--- src/hw/dma_pkg.sv ---
/*
  DMA front end shared definitions
  Stream and register widths, register map, bit positions, beat types and FSM states
*/
package dma_pkg;

  // Stream widths
  localparam int bus_data_w   = 256;
  localparam int byte_keep_w  = 32;
  localparam int dword_keep_w = 8;
  localparam int keep_cnt_w   = $clog2(byte_keep_w + 1);

  // Register window widths
  localparam int addr_w     = 16;
  localparam int reg_data_w = 64;

  //////////////////////
  // Register map
  localparam logic [addr_w-1:0] engine_base       = 16'h0200;
  localparam logic [addr_w-1:0] engine_spacing    = 16'h2000;
  localparam logic [addr_w-1:0] engine_ctrl_addr  = engine_base + 16'h0000;
  localparam logic [addr_w-1:0] engine_size_addr  = engine_base + 16'h0008;
  localparam logic [addr_w-1:0] engine_count_addr = engine_base + 16'h0010;
  localparam logic [addr_w-1:0] global_reg_addr   = engine_base + engine_spacing;

  // Status byte and global register bits
  localparam int st_enable_bit     = 0;
  localparam int st_stopped_bit    = 3;
  localparam int st_irq_bit        = 7;
  localparam int gl_irq_en_bit     = 6;
  localparam int gl_soft_reset_bit = 7;

  // Read-only capability codes, log2 minus 7
  localparam int log2_max_payload      = 8;
  localparam int log2_max_read_request = 12;
  localparam logic [2:0] max_payload_code      = 3'(log2_max_payload - 7);
  localparam logic [2:0] max_read_request_code = 3'(log2_max_read_request - 7);

  //////////////////////
  // Beat payloads
  typedef struct packed {
    logic [bus_data_w-1:0]  data;
    logic [byte_keep_w-1:0] keep;
    logic                   last;
  } c2s_beat_t;

  typedef struct packed {
    logic [bus_data_w-1:0]   data;
    logic [dword_keep_w-1:0] keep;  // One bit per dword
    logic                    last;
  } rc_beat_t;

  typedef enum logic [1:0] {
    state_idle  = 2'd0,
    state_run   = 2'd1,
    state_drain = 2'd2
  } engine_state_t;

endpackage

--- src/hw/dma_engine_fsm.sv ---
/*
  DMA engine sequencer
  Runs a descriptor once enabled, then waits for requester ready before ending
*/
`timescale 1ns/10ps

module dma_engine_fsm import dma_pkg::*; (
  input  logic CLK,
  input  logic dma_reset_n,
  input  logic engine_enable,
  input  logic enable_write,
  input  logic size_reached,
  input  logic rq_tready,
  output logic running,
  output logic done_pulse,
  output logic operation_in_course
);

  engine_state_t state_r, state_nx;
  logic          stopped_r;  // Local copy of the status stopped bit

  always_comb begin
    state_nx = state_r;
    case (state_r)
      state_idle:  if (engine_enable && !stopped_r) state_nx = state_run;
      state_run:   if (size_reached) state_nx = state_drain;
      state_drain: if (rq_tready) state_nx = state_idle;  // Requester must be ready first
      default:     state_nx = state_idle;
    endcase
  end

  always_ff @(posedge CLK) begin
    if (!dma_reset_n) begin
      state_r <= state_idle;
    end else begin
      state_r <= state_nx;
    end
  end

  // Blocks a restart until software enables again
  always_ff @(posedge CLK) begin
    if (!dma_reset_n) begin
      stopped_r <= 1'b0;
    end else if (enable_write) begin
      stopped_r <= 1'b0;
    end else if (done_pulse) begin
      stopped_r <= 1'b1;
    end
  end

  assign done_pulse          = (state_r == state_drain) & rq_tready;
  assign running             = (state_r == state_run);
  assign operation_in_course = (state_r != state_idle);

endmodule

--- src/hw/dma_regs.sv ---
/*
  DMA register window
  Engine descriptor and status, global control, one-cycle acked reads
  and the self-clearing soft reset that drives the core reset
*/
`timescale 1ns/10ps

module dma_regs import dma_pkg::*; (
  input  logic                    CLK,
  input  logic                    dma_reset_n,
  input  logic                    mem_en,
  input  logic [addr_w-1:0]       mem_addr,
  input  logic [reg_data_w-1:0]   mem_din,
  input  logic [reg_data_w/8-1:0] mem_we,
  input  logic                    done_pulse,
  input  logic [reg_data_w-1:0]   byte_count,
  output logic [reg_data_w-1:0]   mem_dout,
  output logic                    mem_ack,
  output logic                    core_reset_n,
  output logic                    engine_enable,
  output logic                    enable_write,
  output logic [reg_data_w-1:0]   descriptor_size,
  output logic                    irq_enable,
  output logic                    irq
);

  logic                  wr;
  logic                  sel_ctrl, sel_size, sel_count, sel_global;
  logic                  mapped;
  logic                  soft_reset_r;
  logic                  stopped_r;
  logic                  irq_pending_r;
  logic [7:0]            status_byte;
  logic [reg_data_w-1:0] rd_data;

  assign wr         = mem_en & (|mem_we);  // Any byte enable makes it a write
  assign sel_ctrl   = (mem_addr == engine_ctrl_addr);
  assign sel_size   = (mem_addr == engine_size_addr);
  assign sel_count  = (mem_addr == engine_count_addr);
  assign sel_global = (mem_addr == global_reg_addr);
  assign mapped     = sel_ctrl | sel_size | sel_count | sel_global;

  assign enable_write = wr & sel_ctrl & mem_we[0] & mem_din[st_enable_bit];

  //////////////////////
  // Soft reset, only the external reset clears it
  always_ff @(posedge CLK) begin
    if (!dma_reset_n) begin
      soft_reset_r <= 1'b0;
    end else begin
      soft_reset_r <= wr & sel_global & mem_we[0] & mem_din[gl_soft_reset_bit];
    end
  end

  assign core_reset_n = dma_reset_n & ~soft_reset_r;

  //////////////////////
  // Engine and global control
  always_ff @(posedge CLK) begin
    if (!core_reset_n) begin
      engine_enable   <= 1'b0;
      stopped_r       <= 1'b0;
      irq_pending_r   <= 1'b0;
      irq_enable      <= 1'b0;
      descriptor_size <= '0;
    end else begin
      if (done_pulse) begin
        stopped_r     <= 1'b1;
        irq_pending_r <= 1'b1;
      end
      if (wr && sel_ctrl && mem_we[0]) begin
        engine_enable <= mem_din[st_enable_bit];
        if (mem_din[st_enable_bit])
          stopped_r <= 1'b0;  // Restart the descriptor
        if (mem_din[st_irq_bit])
          irq_pending_r <= 1'b0;  // Write 1 to clear
      end
      if (wr && sel_global && mem_we[0])
        irq_enable <= mem_din[gl_irq_en_bit];
      for (int i = 0; i < reg_data_w / 8; i++) begin
        if (wr && sel_size && mem_we[i])
          descriptor_size[8*i +: 8] <= mem_din[8*i +: 8];
      end
    end
  end

  always_comb begin
    status_byte                 = '0;
    status_byte[st_enable_bit]  = engine_enable;
    status_byte[st_stopped_bit] = stopped_r;
    status_byte[st_irq_bit]     = irq_pending_r;
  end

  // Read data mux
  always_comb begin
    rd_data = '0;
    if (sel_ctrl)
      rd_data[7:0] = status_byte;
    else if (sel_size)
      rd_data = descriptor_size;
    else if (sel_count)
      rd_data = byte_count;
    else if (sel_global)
      rd_data[7:0] = {1'b0, irq_enable, max_read_request_code, max_payload_code};
  end

  always_ff @(posedge CLK) begin
    if (!core_reset_n) begin
      mem_ack <= 1'b0;
    end else begin
      mem_ack <= mem_en & mapped;  // Unmapped addresses stay silent
    end
  end

  always_ff @(posedge CLK) begin
    if (mem_en)
      mem_dout <= rd_data;
  end

  assign irq = irq_pending_r & irq_enable;

endmodule

--- src/hw/dma_s2c_path.sv ---
/*
  S2C completion path
  Registers completion beats and widens dword keep to byte keep on the last beat
*/
`timescale 1ns/10ps

module dma_s2c_path import dma_pkg::*; (
  input  logic                    CLK,
  input  logic                    dma_reset_n,
  input  logic [bus_data_w-1:0]   rc_tdata,
  input  logic [dword_keep_w-1:0] rc_tkeep,
  input  logic                    rc_tlast,
  input  logic                    rc_tvalid,
  output logic                    rc_tready,
  output logic [bus_data_w-1:0]   s2c_tdata,
  output logic [byte_keep_w-1:0]  s2c_tkeep,
  output logic                    s2c_tlast,
  output logic                    s2c_tvalid,
  input  logic                    s2c_tready
);

  rc_beat_t               rc_in, rc_out;
  logic [byte_keep_w-1:0] keep_wide;

  assign rc_in = '{data: rc_tdata, keep: rc_tkeep, last: rc_tlast};

  dma_stream_stage #(.payload_t(rc_beat_t)) rc_stage_i (
    .CLK        (CLK),
    .dma_reset_n(dma_reset_n),
    .in_data    (rc_in),
    .in_valid   (rc_tvalid),
    .in_ready   (rc_tready),
    .out_data   (rc_out),
    .out_valid  (s2c_tvalid),
    .out_ready  (s2c_tready)
  );

  always_comb begin
    for (int i = 0; i < dword_keep_w; i++)
      keep_wide[4*i +: 4] = {4{rc_out.keep[i]}};  // One dword is four bytes
  end

  assign s2c_tdata = rc_out.data;
  assign s2c_tlast = rc_out.last;
  assign s2c_tkeep = rc_out.last ? keep_wide : '1;

endmodule

--- src/hw/dma_stream_stage.sv ---
/*
  One-deep valid/ready register stage
  Full throughput, payload type set by parameter
*/
`timescale 1ns/10ps

module dma_stream_stage #(
  parameter type payload_t = logic
) (
  input  logic     CLK,
  input  logic     dma_reset_n,
  input  payload_t in_data,
  input  logic     in_valid,
  output logic     in_ready,
  output payload_t out_data,
  output logic     out_valid,
  input  logic     out_ready
);

  payload_t data_r;
  logic     valid_r;

  // Empty, or the held beat leaves this cycle
  assign in_ready = ~valid_r | out_ready;

  always_ff @(posedge CLK) begin
    if (!dma_reset_n) begin
      valid_r <= 1'b0;
    end else if (in_ready) begin
      valid_r <= in_valid;
    end
  end

  always_ff @(posedge CLK) begin
    if (in_ready && in_valid)
      data_r <= in_data;
  end

  assign out_data  = data_r;
  assign out_valid = valid_r;

endmodule

--- src/hw/dma_top.sv ---
/*
  DMA front end top level
  Register window, engine sequencer, C2S requester path and S2C completion path
*/
`timescale 1ns/10ps

module dma_top import dma_pkg::*; (
  input  logic                    CLK,
  input  logic                    dma_reset_n,
  // Register window
  input  logic                    mem_en,
  input  logic [addr_w-1:0]       mem_addr,
  input  logic [reg_data_w-1:0]   mem_din,
  input  logic [reg_data_w/8-1:0] mem_we,
  output logic [reg_data_w-1:0]   mem_dout,
  output logic                    mem_ack,
  // C2S user stream
  input  logic [bus_data_w-1:0]   c2s_tdata,
  input  logic [byte_keep_w-1:0]  c2s_tkeep,
  input  logic                    c2s_tlast,
  input  logic                    c2s_tvalid,
  output logic                    c2s_tready,
  // Requester stream
  output logic [bus_data_w-1:0]   rq_tdata,
  output logic [byte_keep_w-1:0]  rq_tkeep,
  output logic                    rq_tlast,
  output logic                    rq_tvalid,
  input  logic                    rq_tready,
  // Completion in, S2C out
  input  logic [bus_data_w-1:0]   rc_tdata,
  input  logic [dword_keep_w-1:0] rc_tkeep,
  input  logic                    rc_tlast,
  input  logic                    rc_tvalid,
  output logic                    rc_tready,
  output logic [bus_data_w-1:0]   s2c_tdata,
  output logic [byte_keep_w-1:0]  s2c_tkeep,
  output logic                    s2c_tlast,
  output logic                    s2c_tvalid,
  input  logic                    s2c_tready,
  // Status
  output logic                    irq,
  output logic                    operation_in_course
);

  logic                  core_reset_n;
  logic                  engine_enable, enable_write, irq_enable;
  logic [reg_data_w-1:0] descriptor_size, byte_count;
  logic                  running, done_pulse, size_reached;
  logic                  c2s_stage_valid, c2s_stage_ready;
  c2s_beat_t             c2s_in, c2s_out;

  dma_regs dma_regs_i (
    .CLK(CLK), .dma_reset_n(dma_reset_n),
    .mem_en(mem_en), .mem_addr(mem_addr), .mem_din(mem_din), .mem_we(mem_we),
    .done_pulse(done_pulse), .byte_count(byte_count),
    .mem_dout(mem_dout), .mem_ack(mem_ack), .core_reset_n(core_reset_n),
    .engine_enable(engine_enable), .enable_write(enable_write),
    .descriptor_size(descriptor_size), .irq_enable(irq_enable), .irq(irq)
  );

  dma_engine_fsm dma_engine_fsm_i (
    .CLK(CLK), .dma_reset_n(core_reset_n),
    .engine_enable(engine_enable), .enable_write(enable_write),
    .size_reached(size_reached), .rq_tready(rq_tready),
    .running(running), .done_pulse(done_pulse),
    .operation_in_course(operation_in_course)
  );

  //////////////////////
  // C2S to requester
  assign c2s_in = '{data: c2s_tdata, keep: c2s_tkeep, last: c2s_tlast};

  dma_stream_stage #(.payload_t(c2s_beat_t)) c2s_stage_i (
    .CLK(CLK), .dma_reset_n(core_reset_n),
    .in_data(c2s_in), .in_valid(c2s_tvalid), .in_ready(c2s_tready),
    .out_data(c2s_out), .out_valid(c2s_stage_valid), .out_ready(c2s_stage_ready)
  );

  dma_transfer_counter dma_transfer_counter_i (
    .CLK(CLK), .dma_reset_n(core_reset_n),
    .running(running), .enable_write(enable_write),
    .descriptor_size(descriptor_size),
    .stage_valid(c2s_stage_valid), .stage_keep(c2s_out.keep),
    .rq_tready(rq_tready), .rq_tvalid(rq_tvalid), .stage_ready(c2s_stage_ready),
    .byte_count(byte_count), .size_reached(size_reached)
  );

  assign rq_tdata = c2s_out.data;
  assign rq_tkeep = c2s_out.keep;
  assign rq_tlast = c2s_out.last;

  //////////////////////
  // Completion to S2C
  dma_s2c_path dma_s2c_path_i (
    .CLK(CLK), .dma_reset_n(core_reset_n),
    .rc_tdata(rc_tdata), .rc_tkeep(rc_tkeep), .rc_tlast(rc_tlast),
    .rc_tvalid(rc_tvalid), .rc_tready(rc_tready),
    .s2c_tdata(s2c_tdata), .s2c_tkeep(s2c_tkeep), .s2c_tlast(s2c_tlast),
    .s2c_tvalid(s2c_tvalid), .s2c_tready(s2c_tready)
  );

endmodule

--- src/hw/dma_transfer_counter.sv ---
/*
  C2S byte counter
  Gates the requester stream while running and sums transferred keep bytes
*/
`timescale 1ns/10ps

module dma_transfer_counter import dma_pkg::*; (
  input  logic                   CLK,
  input  logic                   dma_reset_n,
  input  logic                   running,
  input  logic                   enable_write,
  input  logic [reg_data_w-1:0]  descriptor_size,
  input  logic                   stage_valid,
  input  logic [byte_keep_w-1:0] stage_keep,
  input  logic                   rq_tready,
  output logic                   rq_tvalid,
  output logic                   stage_ready,
  output logic [reg_data_w-1:0]  byte_count,
  output logic                   size_reached
);

  logic                  pass;
  logic [keep_cnt_w-1:0] keep_count;

  assign size_reached = (byte_count >= descriptor_size);
  assign pass         = running & ~size_reached;  // No beat past the size

  assign rq_tvalid   = stage_valid & pass;
  assign stage_ready = rq_tready & pass;

  always_comb begin
    keep_count = '0;
    for (int i = 0; i < byte_keep_w; i++)
      keep_count = keep_count + keep_cnt_w'(stage_keep[i]);
  end

  always_ff @(posedge CLK) begin
    if (!dma_reset_n) begin
      byte_count <= '0;
    end else if (enable_write) begin
      byte_count <= '0;  // New descriptor
    end else if (rq_tvalid && rq_tready) begin
      byte_count <= byte_count + reg_data_w'(keep_count);
    end
  end

endmodule

--- config.mk ---
export PLATFORM = sky130hd
export DESIGN_NAME = dma_top
export DESIGN_NICKNAME = d
export VERILOG_FILES = /design/src/hw/dma_pkg.sv /design/src/hw/dma_engine_fsm.sv /design/src/hw/dma_regs.sv /design/src/hw/dma_s2c_path.sv /design/src/hw/dma_stream_stage.sv /design/src/hw/dma_top.sv /design/src/hw/dma_transfer_counter.sv
export SDC_FILE = /design/constraint.sdc
export NUM_CORES = 1
export LEC_CHECK = 0
export BUFFER_PORTS_ARGS = -buffer_cell sky130_fd_sc_hd__buf_4
export CAP_MARGIN = 10
export CORE_AREA = 2 2 498 500
export DETAILED_ROUTE_END_ITERATION = 8
export DIE_AREA = 0 0 500 502
export PLACE_DENSITY = 0.3
export SKIP_CTS_REPAIR_TIMING = 1
export SLEW_MARGIN = 20
export SYNTH_ARGS = -nofsm -noshare
export SYNTH_HDL_FRONTEND = slang
export SYNTH_HIERARCHICAL = 1
export SYNTH_SLANG_ARGS = --single-unit
--- constraint.sdc ---
create_clock -name CLK -period 15.4 [get_ports CLK]
set_input_delay 2.31 -clock CLK [delete_from_list [all_inputs] [get_ports CLK]]
set_output_delay 2.31 -clock CLK [all_outputs]
set_load 0.01 [all_outputs]
# Yosys cells after proc, flatten, opt, wreduce, memory -nomap -nowiden
# Index checks and enable logic that the tools add are counted.
dict set report op_classes {
  add_sub_neg 32
  order_cmp 1
  n_eq_ne 9
  mux 16
  n_bitwise 24
  reduce_logical 23
}
# operator n
set ops {}
lappend ops {{$add 6x1->6} 30}
lappend ops {{$add 64x6->64} 1}
lappend ops {{$ge 64x64->1} 1}
lappend ops {{$mux 64} 1}
lappend ops {{$mux 56} 1}
lappend ops {{$eq 16x10->1 const B} 3}
lappend ops {{$mux 32} 1}
lappend ops {{$logic_and 1x1->1} 17}
lappend ops {{$eq 16x14->1 const B} 1}
lappend ops {{$mux 8} 2}
lappend ops {{$and 1x1->1} 14}
lappend ops {{$reduce_or 8->1} 1}
lappend ops {{$mux 7} 1}
lappend ops {{$mux 1} 6}
lappend ops {{$mux 2} 3}
lappend ops {{$pmux 2 s3} 1}
lappend ops {{$not 1->1} 5}
lappend ops {{$or 1x1->1} 5}
lappend ops {{$ne 2x2->1 const B} 2}
lappend ops {{$reduce_and 3->1} 1}
lappend ops {{$add 1x1->2} 1}
lappend ops {{$eq 2x1->1 const B} 1}
lappend ops {{$eq 2x2->1 const B} 1}
lappend ops {{$logic_not 2->1} 1}
lappend ops {{other kinds (4)} 4}
dict set report totals {
  regBits 757
  out_inout_bits 649
}

# Longest topological paths before layout
dict set report logic_depth {
  word_depth 32
  mapped_depth 20
}

# Modules after synthesis
# The synthesis kept the hierarchy.
# mod n_inst cells_per_inst area_each_um2
set modules_own_cells {}
lappend modules_own_cells {{dma_stream_stage (c2s_stage_i)} 1 294 8735.9}
lappend modules_own_cells {{dma_stream_stage (dma_s2c_path_i.rc_stage_i)} 1 270 8015.2}
lappend modules_own_cells {dma_transfer_counter 1 706 5680.4}
lappend modules_own_cells {dma_regs 1 502 5489.0}
lappend modules_own_cells {dma_s2c_path 1 32 230.2}
lappend modules_own_cells {dma_engine_fsm 1 15 146.4}

# Worst setup path before layout
# No wires, ideal clock.
dict set report synth_timing {
  kind {flip-flop to flip-flop}
  startpoint {reg c2s_stage_i.data_r (netlist bit c2s_stage_i/out_data[1])}
  endpoint {reg dma_transfer_counter_i.byte_count[28]}
  setup_time_ns 0.071
  t_arrival_ns 6.043
  t_required_ns 15.329
  setup_slack_ns 9.286
  path_stages_with_launch 19
  synth_period_minus_slack_ns 6.114
  cell_sequence {edfxtp_1 > fa_1 > inv_1 > fa_1 > fa_1 > fa_1 > fa_1 > fa_1 > fa_1 > fa_1 > nor2b_1 > o21ai_0 > a21boi_0 > o311a_1 > nor2_1 > or3_4 > buf_2 > or4_1 > a21oi_1}
}
dict set report synth_via {
  elab_chain_cells 32
}
# item line_no
set synth_lines {}
lappend synth_lines {{start, declared} dma_stream_stage.sv:20} ;# payload_t data_r;
lappend synth_lines {{start signal, assigned} dma_stream_stage.sv:36} ;# data_r <= in_data;
lappend synth_lines {{$add 1x1->2} dma_transfer_counter.sv:34} ;# keep_count = keep_count + keep_cnt_w'(stage_keep[i]);
lappend synth_lines {{$add 6x1->6 (30 in a row)} dma_transfer_counter.sv:34}
lappend synth_lines {{$add 64x6->64} dma_transfer_counter.sv:43} ;# byte_count <= byte_count + reg_data_w'(keep_count);
lappend synth_lines {{end signal, assigned} dma_transfer_counter.sv:43}
lappend synth_lines {{end, declared} dma_transfer_counter.sv:18} ;# output logic [reg_data_w-1:0] byte_count,
# Every way passes these cells.
# A chain may end at the register's enable or synchronous reset.

# Final worst setup path
dict set report layout_timing {
  startpoint {reg c2s_stage_i.data_r (netlist bit c2s_stage_i/out_data[1])}
  endpoint {reg dma_transfer_counter_i.byte_count[40]}
}
# Same word-level chain as after synthesis.

==> metrics.md <==
| Metric | Value |
|---|---|
| Status | `complete, no violations` |
| Tightest Pin Transition | `1.022 ns` |
| Layout cells sized above 1 | `0.4642` |
| Worst hold path type | `reg -> reg` |
| Detailed Place HPWL | `161400 um` |
| Most used DFF post-synth | `edfxtp_1` |
| Fin. Hold Viols | `0` |
| Setup repair after global routing missed its margin | `no` |
| Drc violations | `0` |
| Critical Path RT | `16.03 ns` |
| Leak | `0.01745 uW` |
| Starting Density | `0.1154` |
| H-tree Lvls | `3` |
| Worst setup path startpoint | `c2s_stage_i/out_data[1]$_DFFE_PP_` |
| Capturing point of the worst reg2reg path | `dma_transfer_counter_i/byte_count[40]$_SDFFE_PP0P_` |
| First-pass iteration count of the detailed router | `4` |
| Syn Nets | `2573` |
| Setup WS pre-CTS | `8.610 ns` |
| Most used cell, CP | `fa_1` |
| Number of cells on the critical path | `17` |
| End of the critical path | `dma_transfer_counter_i/byte_count[40]$_SDFFE_PP0P_` |
| TritonCTS buffer count | `104` |
| Yosys reg bits | `757` |
| Root Driver | `clkbuf_16` |
| Fin crit period | `6.655 ns` |
| Met1 Use GR | `0.1243` |
| Starting DRC count in detailed routing | `1359` |
| Grt peak-use layer | `met2` |
| Clock transition at path regs | `0.06 ns` |
| Worst Path Buf+Inv | `1` |
| Worst-skew pair later-pin latency | `0.74 ns` |
| Fin worst setup slack | `8.745 ns` |
| Post-synth ARST share | `0` |
| Initial antenna violation count | `148` |
| Worst-path fanout max | `32` |
| Wire per inst | `29.46 um` |
| Mean Syn Cell Area | `15.56 um2` |
| Final setup TNS | `0 ns` |
| Overall Global Routing Usage | `0.1467` |
| # rows | `182` |
| Number of global-route vias before repair | `22500` |
| Largest net degree at the start of global routing | `163` |
| CP delay by family, top | `adder cells` |
| Critical path's largest stage delay | `0.58 ns` |
| Port bufs | `1297` |
| Netlist Area Pre-Place | `28300 um2` |
| EDFF count, synth | `618` |
| Area of the die | `251000 um2` |
| Number of distinct library cells after synthesis | `74` |
| Post-Syn Instances | `1819` |
| Layout Skew | `0.03960 ns` |
| Antenna-violating nets left | `0` |
| Max clock buf depth | `3` |
| VDD IR max | `0.00008250 V` |
| DR vias/cell | `3.368` |
| P per Cell Area | `118.8 nW/um2` |
| Reg-to-reg slack, setup | `8.74 ns` |
| Part of the Yosys area used for sequential elements | `0.7542` |
| CTS sink count | `757` |
| Global route overflow | `0` |
| Worst R2R Path Depth | `17` |
| RR Startpoint | `c2s_stage_i/out_data[1]$_DFFE_PP_` |
| Slowest-stage cell, CP | `or3_4` |
| Nets@finish | `3942` |
| Fmax achieved | `0.1503 GHz` |
| I/O pins | `1298` |
| Worst EP arrival | `7.29 ns` |
| # setup viols final | `0` |
| Critical Path End Type | `register` |
| Routing usage on met2 | `0.2837` |
| Core area | `245300 um2` |
| First-pass GRT wire length | `240300 um` |
| Vias | `22010` |
| Crit start category | `register` |
| Rel. slew slack | `0.3184` |
| Chip width | `500 um` |
| Synthesis-to-layout area growth | `60.34%` |
| GR Util met3 | `0.08217` |
| Max-capacitance violation count | `0` |
| Critical path cell sequence | `fa_1, inv_1, fa_1, fa_1, fa_1, fa_1, fa_1, fa_1, fa_1, nor2b_1, o21ai_0, a21boi_0, o311a_1, nor2_1, or3_4, or4_1, a21oi_1` |
| Period utilization | `0.4322` |
| Die height | `502 um` |
| Yosys warnings | `6` |
| Final Max Tran Viols | `0` |
| GPL Wtd Cong | `0.8153` |
| CTS tree | `built` |
| Final WL | `192500 um` |
| CP Class | `reg -> reg` |
==> cell usage in the layout, fill, tap and decap left out, drive strengths merged, types with 5 or more instances in the layout <==
master,synthesis,routed
a21boi,5,5
a21o,11,11
a21oi,145,145
a22o,59,59
and2,15,15
and3,9,9
and4,10,10
buf,44,1351
clkbuf,44,137
clkinv,0,38
dfxtp,139,139
diode,0,47
edfxtp,618,618
fa,26,26
ha,79,79
inv,130,134
nand2,46,46
nand2b,15,15
nand3,98,98
nand3b,5,5
nand4,28,28
nor2,31,31
nor2b,10,10
nor4,11,11
o21ai,102,102
o31ai,20,20
or3,26,26
or4,26,26
xnor2,7,7
==> worst reg2reg max path: cells and delay by family (launching register included) <==
family	cells	cell delay, ns
fa+ha+maj	8	3.79
simple gates	4	1.42
compound gates	4	0.90
flops	1	0.42
buf+inv	1	0.06
==> layer usage <==
metal	wire (um)	up-vias
met1	56500	10700
met5	831	-
met4	7022	136
li1	-	9723
met2	105300	1072
met3	22850	377
==> logic make-up (layout without fill, tap and decap cells) <==
logic type / count (synthesis) / count (layout) / share of synthesized area
other: 0 / 47 / 0
XOR/XNOR: 8 / 8 / 0.002476
buffers and inverters: 218 / 1667 / 0.03449
multiplexers: 2 / 2 / 0.0007075
flip-flops: 757 / 757 / 0.7542
adder cells (fa/ha/maj): 105 / 105 / 0.05333
AND/OR/NAND/NOR: 353 / 353 / 0.07256
AO/OA/AOI/OAI: 376 / 376 / 0.08229
==> cell type report <==
type	instances	area [um2]
sequential	757	21340
multi-input combinational	844	6012
fill	26950	199900
timing repair buffer	1351	10170
clock inverter	49	440.4
antenna	47	117.6
inverter	130	488.0
clock buffer	137	2776
tap	3220	4029
==> through the flow <==
stage	instance area [um2]	std cells	total power [uW]	utilization	hold slack (ns)
after floorplan	28300	1819	2661	-	0.4578
after detailed placement	42020	6302	3101	0.1713	0.4757
final	45370	6535	5388	0.1850	0.4907
after global placement	42020	6302	3102	0.1713	0.4703
after global routing	45280	6497	5634	0.1846	0.5194
after CTS	45240	6488	5546	0.1845	0.4861
==> where the power goes <==
| group | internal [uW] | switching [uW] |
|---|---|---|
| logic | 315 | 358 |
| clock network | 1330 | 1020 |
| registers | 2320 | 32.9 |
==> worst min path at each step <==
| stage | slack [ns] | to | startpoint | cells after the start |
|---|---|---|---|---|
| 2_1_floorplan | 0.46 | dma_regs_i/irq_enable$_SDFFE_PN0P_ | dma_regs_i/irq_enable$_SDFFE_PN0P_ | 2 |
| 3_3_place_gp | 0.47 | dma_regs_i/descriptor_size[7]$_SDFFE_PN0P_ | dma_regs_i/descriptor_size[7]$_SDFFE_PN0P_ | 2 |
| 3_5_place_dp | 0.48 | dma_transfer_counter_i/byte_count[56]$_SDFFE_PP0P_ | dma_transfer_counter_i/byte_count[56]$_SDFFE_PP0P_ | 2 |
| 4_1_cts | 0.49 | dma_regs_i/irq_enable$_SDFFE_PN0P_ | dma_regs_i/irq_enable$_SDFFE_PN0P_ | 2 |
| 5_1_grt | 0.52 | dma_transfer_counter_i/byte_count[56]$_SDFFE_PP0P_ | dma_transfer_counter_i/byte_count[56]$_SDFFE_PP0P_ | 2 |
| 6_report | 0.49 | dma_transfer_counter_i/byte_count[56]$_SDFFE_PP0P_ | dma_transfer_counter_i/byte_count[56]$_SDFFE_PP0P_ | 2 |
==> synth_stat cells, drive strengths merged (5+ instances only) <==
cell	n	share of area
nand3b	5	0.0013
dfxtp	139	0.098
nand4	28	0.0062
a21oi	145	0.026
ha	79	0.035
a21o	11	0.0029
fa	26	0.018
or3	26	0.0059
and3	9	0.0020
inv	130	0.017
clkbuf	44	0.0061
nand2	46	0.0061
o31ai	20	0.0053
edfxtp	618	0.66
a21boi	5	0.0016
or4	26	0.0070
nor2	31	0.0041
nand2b	15	0.0038
and2	15	0.0035
and4	10	0.0031
nand3	98	0.017
xnor2	7	0.0022
o21ai	102	0.018
a22o	59	0.018
buf	44	0.011
nor2b	10	0.0022
nor4	11	0.0032
==> registers in the layout (all words and copies together), names as in the netlist, 2 cells and up <==
register,flops
dma_engine_fsm_i/state_r,2
dma_transfer_counter_i/byte_count,64
dma_regs_i/mem_dout,64
dma_regs_i/descriptor_size,64
dma_s2c_path_i/rc_stage_i/out_data,265
c2s_stage_i/out_data,289
No activity file was read; power rests on OpenSTA's default activity.
